## src/include/proc_settings.svh

```systemverilog
// Core-wide sizing and fixed addresses
//   data and address width, register count
//   trap vector and reset PC
`ifndef PROC_SETTINGS_SVH
`define PROC_SETTINGS_SVH

// Datapath and address bus width
`define PROC_DATA_W 16

// Architectural registers R0..R7
`define PROC_NUM_REGS 8

// Illegal opcodes vector here
`define PROC_TRAP_VEC 16'h0002

// First fetch address out of reset
`define PROC_RESET_PC 16'h0000

`endif

```

## src/design/procIsaPkg.sv

```systemverilog
// Instruction set encodings
//   opcode and function-code enums
//   instruction field positions and widths
package procIsaPkg;

   // Major opcode in inst[15:11]
   typedef enum logic [4:0] {
      OP_HALT  = 5'b00000,
      OP_NOP   = 5'b00001,
      OP_RTI   = 5'b00011,
      OP_J     = 5'b00100,
      OP_ADDI  = 5'b01000,
      OP_SUBI  = 5'b01001,
      OP_BEQZ  = 5'b01100,
      OP_BNEZ  = 5'b01101,
      OP_ST    = 5'b10000,
      OP_LD    = 5'b10001,
      OP_LBI   = 5'b11000,
      OP_RTYPE = 5'b11011
   } opcodeE;

   // R-type function code in inst[1:0]
   typedef enum logic [1:0] {
      F_ADD  = 2'b00,
      F_SUB  = 2'b01,
      F_XOR  = 2'b10,
      F_ANDN = 2'b11
   } functE;

   localparam int OPCODE_LSB  = 11;
   localparam int OPCODE_W    = 5;
   localparam int FUNCT_LSB   = 0;
   localparam int FUNCT_W     = 2;
   localparam int REG_FIELD_W = 3;  // Width of Rs, Rt, Rd
   localparam int RS_LSB      = 8;  // inst[10:8]
   localparam int RT_LSB      = 5;  // inst[7:5]
   localparam int RD_LSB      = 2;  // inst[4:2]
   localparam int IMM5_W      = 5;  // Immediates all start at bit 0
   localparam int IMM8_W      = 8;
   localparam int DISP11_W    = 11;

endpackage

```

## src/design/procCtrlPkg.sv

```systemverilog
// Control word encodings
//   ALU operation, write-register select
//   immediate select and next-PC source
package procCtrlPkg;

   typedef enum logic [2:0] {
      ALU_ADD,
      ALU_SUB,    // A minus B
      ALU_XOR,
      ALU_ANDN,   // A and not B
      ALU_PASSB   // B straight through, used by LBI
   } aluOpE;

   // Which instruction field names the destination
   typedef enum logic [1:0] {
      DST_RD,
      DST_RT,
      DST_RS
   } regDstE;

   typedef enum logic [1:0] {
      IMM5,
      IMM8,
      DISP11
   } immSelE;

   typedef enum logic [2:0] {
      PC_SEQ,
      PC_BRANCH,  // Target only if branch taken
      PC_JUMP,
      PC_TRAP,
      PC_EPC,
      PC_HOLD
   } pcSrcE;

endpackage

```

## src/design/ctrlIf.sv

```systemverilog
// Decoded control word bundle
//   driven by the decoder, read by fetch and datapath
interface ctrlIf;

   logic                  regWrite;
   procCtrlPkg::regDstE   regDst;
   logic                  memToReg;      // Write back load data
   logic                  aluSrcImm;     // B operand is immediate
   procCtrlPkg::immSelE   immSel;
   procCtrlPkg::aluOpE    aluOp;
   logic                  memRead;
   logic                  memWrite;
   logic                  isBranch;
   logic                  branchOnZero;  // BEQZ when set, BNEZ when clear
   procCtrlPkg::pcSrcE    pcSrc;
   logic                  illegalOp;

   modport dec (
      output regWrite, regDst, memToReg, aluSrcImm, immSel, aluOp,
      output memRead, memWrite, isBranch, branchOnZero, pcSrc, illegalOp
   );

   modport dp (
      input regWrite, regDst, memToReg, aluSrcImm, immSel, aluOp,
      input isBranch, branchOnZero
   );

   modport fetch (
      input pcSrc, illegalOp
   );

endinterface

```

## src/design/controlDecode.sv

```systemverilog
// Main instruction decoder
//   opcode and funct to control word
//   halt and illegal-opcode err outputs
module controlDecode (
   input  logic                rstN,
   input  procIsaPkg::opcodeE  opcode,
   input  procIsaPkg::functE   funct,
   ctrlIf.dec                  ctrl,
   output logic                halt,
   output logic                err
);

   always_comb begin
      // Defaults describe a NOP
      ctrl.regWrite     = 1'b0;
      ctrl.regDst       = procCtrlPkg::DST_RD;
      ctrl.memToReg     = 1'b0;
      ctrl.aluSrcImm    = 1'b0;
      ctrl.immSel       = procCtrlPkg::IMM5;
      ctrl.aluOp        = procCtrlPkg::ALU_ADD;
      ctrl.memRead      = 1'b0;
      ctrl.memWrite     = 1'b0;
      ctrl.isBranch     = 1'b0;
      ctrl.branchOnZero = 1'b0;
      ctrl.pcSrc        = procCtrlPkg::PC_SEQ;
      ctrl.illegalOp    = 1'b0;

      case (opcode)
         procIsaPkg::OP_HALT: ctrl.pcSrc = procCtrlPkg::PC_HOLD;
         procIsaPkg::OP_NOP: ;
         procIsaPkg::OP_RTI: ctrl.pcSrc = procCtrlPkg::PC_EPC;
         procIsaPkg::OP_J: begin
            ctrl.immSel = procCtrlPkg::DISP11;
            ctrl.pcSrc  = procCtrlPkg::PC_JUMP;
         end
         procIsaPkg::OP_ADDI, procIsaPkg::OP_SUBI: begin
            ctrl.regWrite  = 1'b1;
            ctrl.regDst    = procCtrlPkg::DST_RT;
            ctrl.aluSrcImm = 1'b1;
            ctrl.aluOp     = (opcode == procIsaPkg::OP_SUBI) ? procCtrlPkg::ALU_SUB
                                                             : procCtrlPkg::ALU_ADD;
         end
         procIsaPkg::OP_BEQZ, procIsaPkg::OP_BNEZ: begin
            ctrl.isBranch     = 1'b1;
            ctrl.branchOnZero = (opcode == procIsaPkg::OP_BEQZ);
            ctrl.immSel       = procCtrlPkg::IMM8;
            ctrl.pcSrc        = procCtrlPkg::PC_BRANCH;
         end
         procIsaPkg::OP_ST: begin
            ctrl.memWrite  = 1'b1;
            ctrl.aluSrcImm = 1'b1;  // Address is Rs + imm5
         end
         procIsaPkg::OP_LD: begin
            ctrl.memRead   = 1'b1;
            ctrl.regWrite  = 1'b1;
            ctrl.regDst    = procCtrlPkg::DST_RT;
            ctrl.memToReg  = 1'b1;
            ctrl.aluSrcImm = 1'b1;
         end
         procIsaPkg::OP_LBI: begin
            ctrl.regWrite  = 1'b1;
            ctrl.regDst    = procCtrlPkg::DST_RS;
            ctrl.aluSrcImm = 1'b1;
            ctrl.immSel    = procCtrlPkg::IMM8;
            ctrl.aluOp     = procCtrlPkg::ALU_PASSB;
         end
         procIsaPkg::OP_RTYPE: begin
            ctrl.regWrite = 1'b1;
            case (funct)
               procIsaPkg::F_ADD:  ctrl.aluOp = procCtrlPkg::ALU_ADD;
               procIsaPkg::F_SUB:  ctrl.aluOp = procCtrlPkg::ALU_SUB;
               procIsaPkg::F_XOR:  ctrl.aluOp = procCtrlPkg::ALU_XOR;
               default:            ctrl.aluOp = procCtrlPkg::ALU_ANDN;
            endcase
         end
         default: begin
            // Unknown opcode goes to the trap vector
            ctrl.illegalOp = 1'b1;
            ctrl.pcSrc     = procCtrlPkg::PC_TRAP;
         end
      endcase

      // No state changes while held in reset
      if (!rstN) begin
         ctrl.regWrite  = 1'b0;
         ctrl.memRead   = 1'b0;
         ctrl.memWrite  = 1'b0;
         ctrl.illegalOp = 1'b0;
      end
   end

   assign halt = rstN && (opcode == procIsaPkg::OP_HALT);
   assign err  = ctrl.illegalOp;

endmodule

```

## src/design/fetchUnit.sv

```systemverilog
// Program counter and exception PC
//   next-PC selection for all control flow
`include "proc_settings.svh"

module fetchUnit (
   input  logic                    clk,
   input  logic                    rstN,
   ctrlIf.fetch                    ctrl,
   input  logic                    branchTaken,
   input  logic [`PROC_DATA_W-1:0] branchTarget,
   input  logic [`PROC_DATA_W-1:0] jumpTarget,
   output logic [`PROC_DATA_W-1:0] pc,
   output logic [`PROC_DATA_W-1:0] pcPlus2
);

   localparam logic [`PROC_DATA_W-1:0] PC_STEP = 2;  // Fixed 16-bit instructions

   logic [`PROC_DATA_W-1:0] epc;
   logic [`PROC_DATA_W-1:0] nextPc;

   assign pcPlus2 = pc + PC_STEP;

   always_comb begin
      case (ctrl.pcSrc)
         procCtrlPkg::PC_SEQ:    nextPc = pcPlus2;
         procCtrlPkg::PC_BRANCH: nextPc = branchTaken ? branchTarget : pcPlus2;
         procCtrlPkg::PC_JUMP:   nextPc = jumpTarget;
         procCtrlPkg::PC_TRAP:   nextPc = `PROC_TRAP_VEC;
         procCtrlPkg::PC_EPC:    nextPc = epc;     // Return from trap
         procCtrlPkg::PC_HOLD:   nextPc = pc;      // Spin on HALT
         default:                nextPc = pcPlus2;
      endcase
   end

   always_ff @(posedge clk or negedge rstN) begin
      if (!rstN) begin
         pc  <= `PROC_RESET_PC;
         epc <= '0;
      end else begin
         pc <= nextPc;
         if (ctrl.illegalOp) begin
            epc <= pcPlus2;  // Resume after the bad instruction
         end
      end
   end

endmodule

```

## src/design/regFile.sv

```systemverilog
// Eight-entry register file
//   two combinational reads on Rs and Rt
//   destination select and write-back mux
`include "proc_settings.svh"

module regFile (
   input  logic                    clk,
   input  logic                    rstN,
   ctrlIf.dp                       ctrl,
   input  logic [`PROC_DATA_W-1:0] inst,
   input  logic [`PROC_DATA_W-1:0] aluRes,
   input  logic [`PROC_DATA_W-1:0] memData,
   output logic [`PROC_DATA_W-1:0] readData1,
   output logic [`PROC_DATA_W-1:0] readData2
);

   localparam int IDX_W = procIsaPkg::REG_FIELD_W;

   logic [`PROC_DATA_W-1:0] regs [`PROC_NUM_REGS];
   logic [IDX_W-1:0]        rsIdx;
   logic [IDX_W-1:0]        rtIdx;
   logic [IDX_W-1:0]        rdIdx;
   logic [IDX_W-1:0]        writeSel;
   logic [`PROC_DATA_W-1:0] writeData;

   assign rsIdx = inst[procIsaPkg::RS_LSB +: IDX_W];
   assign rtIdx = inst[procIsaPkg::RT_LSB +: IDX_W];
   assign rdIdx = inst[procIsaPkg::RD_LSB +: IDX_W];

   always_comb begin
      case (ctrl.regDst)
         procCtrlPkg::DST_RT: writeSel = rtIdx;  // Immediate ops and LD
         procCtrlPkg::DST_RS: writeSel = rsIdx;  // LBI
         default:             writeSel = rdIdx;
      endcase
   end

   assign writeData = ctrl.memToReg ? memData : aluRes;

   assign readData1 = regs[rsIdx];
   assign readData2 = regs[rtIdx];

   always_ff @(posedge clk or negedge rstN) begin
      if (!rstN) begin
         for (int i = 0; i < `PROC_NUM_REGS; i++) begin
            regs[i] <= '0;
         end
      end else if (ctrl.regWrite) begin
         regs[writeSel] <= writeData;
      end
   end

endmodule

```

## src/design/aluUnit.sv

```systemverilog
// Execute stage logic
//   immediate sign extension and B operand select
//   ALU operations, branch zero test, PC-relative targets
`include "proc_settings.svh"

module aluUnit (
   ctrlIf.dp                       ctrl,
   input  logic [`PROC_DATA_W-1:0] inst,
   input  logic [`PROC_DATA_W-1:0] rs,
   input  logic [`PROC_DATA_W-1:0] rt,
   input  logic [`PROC_DATA_W-1:0] pcPlus2,
   output logic [`PROC_DATA_W-1:0] aluRes,
   output logic                    branchTaken,
   output logic [`PROC_DATA_W-1:0] branchTarget,
   output logic [`PROC_DATA_W-1:0] jumpTarget
);

   localparam int W = `PROC_DATA_W;

   logic [W-1:0] imm5Ext;
   logic [W-1:0] imm8Ext;
   logic [W-1:0] disp11Ext;
   logic [W-1:0] immExt;
   logic [W-1:0] opB;
   logic         rsZero;

   // Sign extension of each immediate field
   assign imm5Ext   = {{(W - procIsaPkg::IMM5_W){inst[procIsaPkg::IMM5_W-1]}},
                       inst[procIsaPkg::IMM5_W-1:0]};
   assign imm8Ext   = {{(W - procIsaPkg::IMM8_W){inst[procIsaPkg::IMM8_W-1]}},
                       inst[procIsaPkg::IMM8_W-1:0]};
   assign disp11Ext = {{(W - procIsaPkg::DISP11_W){inst[procIsaPkg::DISP11_W-1]}},
                       inst[procIsaPkg::DISP11_W-1:0]};

   always_comb begin
      case (ctrl.immSel)
         procCtrlPkg::IMM8:   immExt = imm8Ext;
         procCtrlPkg::DISP11: immExt = disp11Ext;
         default:             immExt = imm5Ext;
      endcase
   end

   assign opB = ctrl.aluSrcImm ? immExt : rt;

   always_comb begin
      case (ctrl.aluOp)
         procCtrlPkg::ALU_ADD:   aluRes = rs + opB;
         procCtrlPkg::ALU_SUB:   aluRes = rs - opB;
         procCtrlPkg::ALU_XOR:   aluRes = rs ^ opB;
         procCtrlPkg::ALU_ANDN:  aluRes = rs & ~opB;
         procCtrlPkg::ALU_PASSB: aluRes = opB;
         default:                aluRes = '0;
      endcase
   end

   // BEQZ and BNEZ both test Rs
   assign rsZero      = (rs == '0);
   assign branchTaken = ctrl.isBranch && (ctrl.branchOnZero ? rsZero : !rsZero);

   assign branchTarget = pcPlus2 + imm8Ext;
   assign jumpTarget   = pcPlus2 + disp11Ext;

endmodule

```

## src/design/procTop.sv

```systemverilog
// Processor core top level
//   decoder, fetch, register file and ALU
//   instruction and data memories are external
`include "proc_settings.svh"

module procTop (
   input  logic                    clk,
   input  logic                    rstN,
   input  logic [`PROC_DATA_W-1:0] inst,
   input  logic [`PROC_DATA_W-1:0] dataRdData,
   output logic [`PROC_DATA_W-1:0] instAddr,
   output logic [`PROC_DATA_W-1:0] dataAddr,
   output logic [`PROC_DATA_W-1:0] dataWrData,
   output logic                    dataWrEn,
   output logic                    dataRdEn,
   output logic                    halt,
   output logic                    err
);

   logic [`PROC_DATA_W-1:0] pc;
   logic [`PROC_DATA_W-1:0] pcPlus2;
   logic [`PROC_DATA_W-1:0] readData1;
   logic [`PROC_DATA_W-1:0] readData2;
   logic [`PROC_DATA_W-1:0] aluRes;
   logic [`PROC_DATA_W-1:0] branchTarget;
   logic [`PROC_DATA_W-1:0] jumpTarget;
   logic                    branchTaken;

   ctrlIf ctrlBus ();

   controlDecode uDecode (
      .rstN   (rstN),
      .opcode (procIsaPkg::opcodeE'(inst[procIsaPkg::OPCODE_LSB +: procIsaPkg::OPCODE_W])),
      .funct  (procIsaPkg::functE'(inst[procIsaPkg::FUNCT_LSB +: procIsaPkg::FUNCT_W])),
      .ctrl   (ctrlBus.dec),
      .halt   (halt),
      .err    (err)
   );

   fetchUnit uFetch (
      .clk          (clk),
      .rstN         (rstN),
      .ctrl         (ctrlBus.fetch),
      .branchTaken  (branchTaken),
      .branchTarget (branchTarget),
      .jumpTarget   (jumpTarget),
      .pc           (pc),
      .pcPlus2      (pcPlus2)
   );

   regFile uRegs (
      .clk       (clk),
      .rstN      (rstN),
      .ctrl      (ctrlBus.dp),
      .inst      (inst),
      .aluRes    (aluRes),
      .memData   (dataRdData),
      .readData1 (readData1),
      .readData2 (readData2)
   );

   aluUnit uAlu (
      .ctrl         (ctrlBus.dp),
      .inst         (inst),
      .rs           (readData1),
      .rt           (readData2),
      .pcPlus2      (pcPlus2),
      .aluRes       (aluRes),
      .branchTaken  (branchTaken),
      .branchTarget (branchTarget),
      .jumpTarget   (jumpTarget)
   );

   assign instAddr   = pc;
   assign dataAddr   = aluRes;     // Rs + imm5 for LD and ST
   assign dataWrData = readData2;  // Store data is Rt
   assign dataWrEn   = ctrlBus.memWrite;
   assign dataRdEn   = ctrlBus.memRead;

endmodule

```

## config.mk

```make
export PLATFORM = sky130hd
export DESIGN_NAME = procTop
export DESIGN_NICKNAME = d
export VERILOG_FILES = /design/src/design/procIsaPkg.sv /design/src/design/procCtrlPkg.sv /design/src/design/ctrlIf.sv /design/src/design/controlDecode.sv /design/src/design/fetchUnit.sv /design/src/design/regFile.sv /design/src/design/aluUnit.sv /design/src/design/procTop.sv
export VERILOG_INCLUDE_DIRS = /design/src /design/src/include
export SDC_FILE = /design/constraint.sdc
export NUM_CORES = 1
export LEC_CHECK = 0
export BUFFER_PORTS_ARGS = -buffer_cell sky130_fd_sc_hd__buf_2
export CAP_MARGIN = 20
export CORE_ASPECT_RATIO = 1.1
export CORE_MARGIN = 2
export CORE_UTILIZATION = 56
export CTS_CLUSTER_SIZE = 40
export DETAILED_ROUTE_END_ITERATION = 10
export PLACE_DENSITY = 0.78
export SYNTH_ARGS = -nofsm -noshare
export SYNTH_HDL_FRONTEND = slang
export SYNTH_HIERARCHICAL = 1
export SYNTH_SLANG_ARGS = --single-unit
```

## constraint.sdc

```tcl
create_clock -name clk -period 5.85 [get_ports clk]
set_input_delay 0.8775 -clock clk [delete_from_list [all_inputs] [get_ports clk]]
set_output_delay 0.8775 -clock clk [all_outputs]
set_load 0.01 [all_outputs]
```

* Word level (Yosys, flattened, before mapping) *
Index checks and enable logic that the tools add are counted.
W data, S select, Z words.

word-level totals
  output and inout port bits = 52
  bits of input ports = 34
  register bits after elaboration = 160
  word-level logic and storage cells = 101

operators by class
  $add $sub $neg = 5
  reduce and logical (&&, ||, !) cells = 16
  bitwise operators = 6
  muxes and demuxes = 34
  $lt $le $gt $ge = 4
  equal/unequal tests = 26

operators with widths
  cell                     count
  $pmux W16 S5             2
  $bwmux W128              1
  $mux W16                 8
  $bmux W16 S3             2
  $add A16 B16 Y16         3
  $demux W16 S3            1
  $pmux W16 S2             1
  $eq A5 B4 Y1 const B     4
  $eq A5 B5 Y1 const B     4
  $add A16 B2 Y16 const B  1
  $and A16 B16 Y16         1
  $logic_not A16 Y1        1
  $not A16 Y16             1
  $sub A16 B16 Y16         1
  $xor A16 B16 Y16         1
  $pmux W3 S5              1
  $mux W1                  13
  $eq A3 B2 Y1 const B     4
  $ge A4 B4 Y1 const B     3
  $not A3 Y4               3
  $reduce_or A12 Y1        1
  $reduce_or A5 Y1         2
  $eq A3 B3 Y1 const B     3
  $pmux W3 S3              1
  18 further kinds         28

* Longest topological paths before layout *
  depth in word-level cells = 11
  gate-level depth with buffers = 22
  gate-level depth less buffers = 21

* Cells and area by module *
The synthesis kept the hierarchy.

by module, submodules not included
  module         instances  seq. area each (um^2)  area an instance (um^2)  cells each
  regFile        1          3203.1                 7288.2                   424
  aluUnit        1          0.0                    3124.2                   453
  fetchUnit      1          800.8                  2019.4                   225
  controlDecode  1          0.0                    351.6                    59

* Worst setup path before layout *
Ideal clock, no wire load.

  path type = input to output
  start = in inst[5]
  end = out dataAddr[15]
  setup slack = -0.070 ns
  arrival time = 5.043 ns
  cell stages on the path = 18
  cell sequence = buf_4 -> buf_2 -> mux4_2 -> mux2_2 -> and2b_2 -> a311oi_1 -> and4_1 -> nand2_2 -> nor3_1 -> nand3_1 -> a311oi_1 -> nor2_1 -> ha_1 -> nand4_1 -> a211oi_1 -> a2111oi_0 -> xnor2_1 -> o21ai_1

on the way
  elaborated cells on any way between the ends = 12
  classes of those cells = add/sub (2); mux (6); bitwise (4)

RTL lines
  element                                               RTL line                      text
  from (decl)                                           procTop.sv:9                  input logic [`PROC_DATA_W-1:0] inst,
  $not A3 Y4 (not written as such) *                    regFile.sv:41                 assign readData2 = regs[rtIdx];
  $bmux W16 S3 *                                        regFile.sv:41
  $mux W16 (not written as such) * (2 in series)        regFile.sv:41
  named net dataWrData[6]                               procTop.sv:13                 output logic [`PROC_DATA_W-1:0] dataWrData,
  $mux W16 *                                            aluUnit.sv:43                 assign opB = ctrl.aluSrcImm ? immExt : rt;
  $sub A16 B16 Y16 or $add A16 B16 Y16 (tied branches)  aluUnit.sv:48, aluUnit.sv:47
  $pmux W16 S5 *                                        aluUnit.sv:46                 case (ctrl.aluOp)
  to (decl)                                             procTop.sv:12                 output logic [`PROC_DATA_W-1:0] dataAddr,

Mark *: on every way through the listed nets, which the timed path passes. The rest lies on a longest branch. The select of a mux whose other input is x is not followed.

* Worst setup path after layout *
  start = in inst[5]
  end = out dataAddr[13]

on the way
  longest elaborated chain between the ends = 8
  elaborated cells on any way between the ends = 12
  classes of those cells = add/sub (2); mux (6); bitwise (4)

ends and longest elaborated chain
  element                                                   RTL line
  $not A3 Y4 (not written as such)                          regFile.sv:41
  $bmux W16 S3                                              regFile.sv:41
  $mux W16 (not written as such) (2 in series)              regFile.sv:41
  $mux W16 *                                                aluUnit.sv:43
  branches (longest 2 deep; another with $sub A16 B16 Y16)  n/a
  $pmux W16 S5 *                                            aluUnit.sv:46

Mark *: on every way between the ends. The select of a mux whose other input is x is not followed.

==> reports/results.txt <==
TritonCTS clock tree - yes
post-route cell area - 14600 um2
Final Hold Viols - 0
register area share after synthesis - 31.3%
fin util - 65.6%
Clock Path Buffers - 2
drt first pass iters - 5
final WL - 36800 um
P_leak - 6.58 nW
Worst VDD drop - 0.000303 V
CP Cell Sequence - buf_8 > buf_12 > buf_4 > mux4_2 > mux2_4 > and2b_2 > a311oi_4 > inv_1 > o21ai_1 > xnor2_1 > ha_1 > or3_1 > nand3b_1 > a31oi_4 > a21oi_1 > a311oi_2 > xor2_1 > o221ai_2 > buf_2
commonest non-fill, non-tap cell in the layout - dfrtp_1
Cell Pwr Density - 530 nW/um2
Skew-Pair Late Insertion Delay - 440 ps
internal reg-to-reg setup slack - 1130 ps
Largest delay share family, worst path - compound AO/OA/AOI/OAI gates
Final Skew - 15.8 ps
Final setup violation count - 0
WP data required - 4970 ps
initial antenna violation count - 3
# port buffers - 85
Worst Path Arrival - 4880 ps
Core Footprint - 22300 um2
critical path class - in2out
final antenna-violating net count - 0
htree depth - 4
crit path max fanout - 6
layout cell share with drive strength beyond 1 - 40.2%
total power - 7.74 mW
Seq cells post-synth - 160
Net Count, Synth - 1256
EDFF count, synth - 0
fmax - 174 MHz
vias in the first global route - 10100
Initial Util - 57.5%
reg2reg end - uRegs/regs[45]
Worst Setup End Kind - output pin
Critical path origin - inst[5]
ys flop type - dfrtp_1
synthesized cell area - 12800 um2
die area - 24100 um2
Worst path max stage delay - 490 ps
pin count of the biggest net entering global routing - 73
Synth Area per Inst - 11.0 um2
via count - 10500
Die W - 148 um
vias per inst - 6.64
Slew headroom - 39.7%
fin. max-slew vios - 0
HP Class - in2async
Netlist cell types - 87
Synth async-reset ratio - 100%
CP startpoint kind - primary input
first-pass GRT wire length - 56400 um
clock sink count - 160
row count - 57
routed wire length per instance - 23.3 um
dpl hpwl - 25200 um
post-synthesis cell count - 1161
Die Span Y - 162 um
commonest cells after routing, fill and taps aside - dfrtp_1 (160), mux2_2 (132), buf_2 (83)
Tightest Pin Transition - 904 ps
Layout Nets - 1367
GP Congestion - 0.915
Ys Warns - 6
Clk pin slew, worst setup/hold paths - 70 ps
gr ovfl total - 0
Area Overhead vs Synth - 14.1%
fin crit period - 5760 ps
DRC - 0
Max Cap Viol - 0
Top Ports - 86
status - finished clean
CP Buf/Inv Count - 5
reg2reg path depth - 17
Num CTS Buffers - 17
final period utilization - 98.4%
CTS Root Cell - clkbuf_16
critical path's slowest cell - mux4_2
WHS - 323 ps
FILL cells - 1651
GRT Overall Usage - 30.4%
Iter 0 DRT Violations - 959
Worst R2R Start - uRegs/regs[69]
cell area after placement - 13700 um2
-- how the worst max path moves through the flow --
stage	end	slack, ps	cells after the start
final	dataAddr[13]	90	19
after global routing	dataAddr[13]	-80	19
after CTS	dataAddr[13]	5	18
after detailed placement	dataAddr[15]	-90	21
after global placement	dataAddr[15]	30	21
after floorplan	dataAddr[15]	70	18
-- through the flow --
stage	setup slack, ps	TNS [ps]	cells
final	91.5	0	1583
after floorplan	70.9	0	1161
after global routing	-76.5	-76.5	1583
after global placement	26.3	0	1538
after CTS	4.68	0	1570
after detailed placement	-94.7	-103	1538
-- worst reg2reg max path, cell delays in order, from the launching register on --
cell      delay (ps)
dfrtp_1          410
mux4_2           490
mux2_4           300
and2b_2          220
a311oi_4         330
inv_1            110
o21ai_1          170
xnor2_1           90
ha_1             180
or3_1            320
nand3b_1         240
a31oi_4          240
a21oi_1          140
a311oi_2         340
xor2_1           220
o221ai_2         120
mux2_2           400
mux2_2           320
-- flip-flops by register name (all words and copies together) (netlist names) --
signal / flops
uRegs/regs: 128
uFetch/epc: 16
uFetch/pc: 16
-- synth_stat cells (6+ instances only) --
cell type,count,share of area [%]
a211oi_1,7,0.41
a21oi_1,62,2.4
a22oi_1,16,0.94
a311oi_1,7,0.48
a31oi_1,15,0.73
and2_1,6,0.29
buf_2,17,0.67
buf_4,22,1.3
clkbuf_1,26,0.76
dfrtp_1,160,31
ha_1,59,5.8
inv_1,40,1.2
mux2_2,134,12
mux2_4,50,5.9
mux2i_1,9,0.70
mux4_2,64,11
nand2_1,72,2.1
nand2b_1,14,0.69
nand3_1,11,0.43
nand3b_1,6,0.35
nor2_1,58,1.7
nor2b_1,12,0.59
nor3_1,19,0.74
nor4_1,12,0.59
o21a_1,8,0.47
o21ai_0,53,2.1
o22a_1,12,0.82
o22ai_1,11,0.54
o31ai_1,7,0.41
or2_2,7,0.34
xnor2_1,34,2.3
xor2_1,19,1.3
-- final cells by class --
type / count / area, um2 / share of cell area, %
Timing Repair Buffer: 170 / 1150 / 7.86
Sequential cell: 160 / 4000 / 27.4
Tap cell: 295 / 369 / 2.53
Inverter: 40 / 150 / 1.03
Clock inverter: 14 / 171 / 1.17
Multi-Input combinational cell: 883 / 8300 / 56.9
Clock buffer: 18 / 439 / 3.01
Antenna cell: 3 / 7.51 / 0.0515
-- layer usage --
metal | track usage, % | vias to the layer above | wire [um] | share of wire [%]
li1 | - | 4595 | - | -
met1 | 41.0 | 5232 | 14700 | 40
met2 | 48.3 | 588 | 17200 | 47
met3 | 6.30 | 103 | 3760 | 10
met4 | 12.5 | 0 | 1170 | 3.2
met5 | 0 | - | 0 | 0
-- cells by family (layout without fill, tap and decap cells) --
group,count (synthesis),after routing,share of synthesized area (%)
flops,160,160,31.3
xor+xnor,53,53,3.63
mux,259,259,29.8
buf+inv,118,242,5.29
simple gates,268,268,11.4
other cells,0,3,0
compound gates,242,242,12.5
fa+ha+maj,61,61,6.09
-- what timing repair did --
item | in CTS | in global routing
setup endpoints to repair | 2 | 4
buffers inserted | 0 | 10
hold buffers | 0 | 0
pin swaps | 1 | 16
gates resized for setup | 5 | 26
gates cloned | 0 | 1
hold endpoints to repair | 0 | 0
-- power breakdown --
part	internal [mW]	switching (mW)	leakage [nW]
clock	0.622	0.530	0.301
combinational	2.16	2.57	4.16
sequential	1.50	0.353	2.12
total	4.28	3.46	6.58
Note: power is estimated with default switching activity, not from simulation.
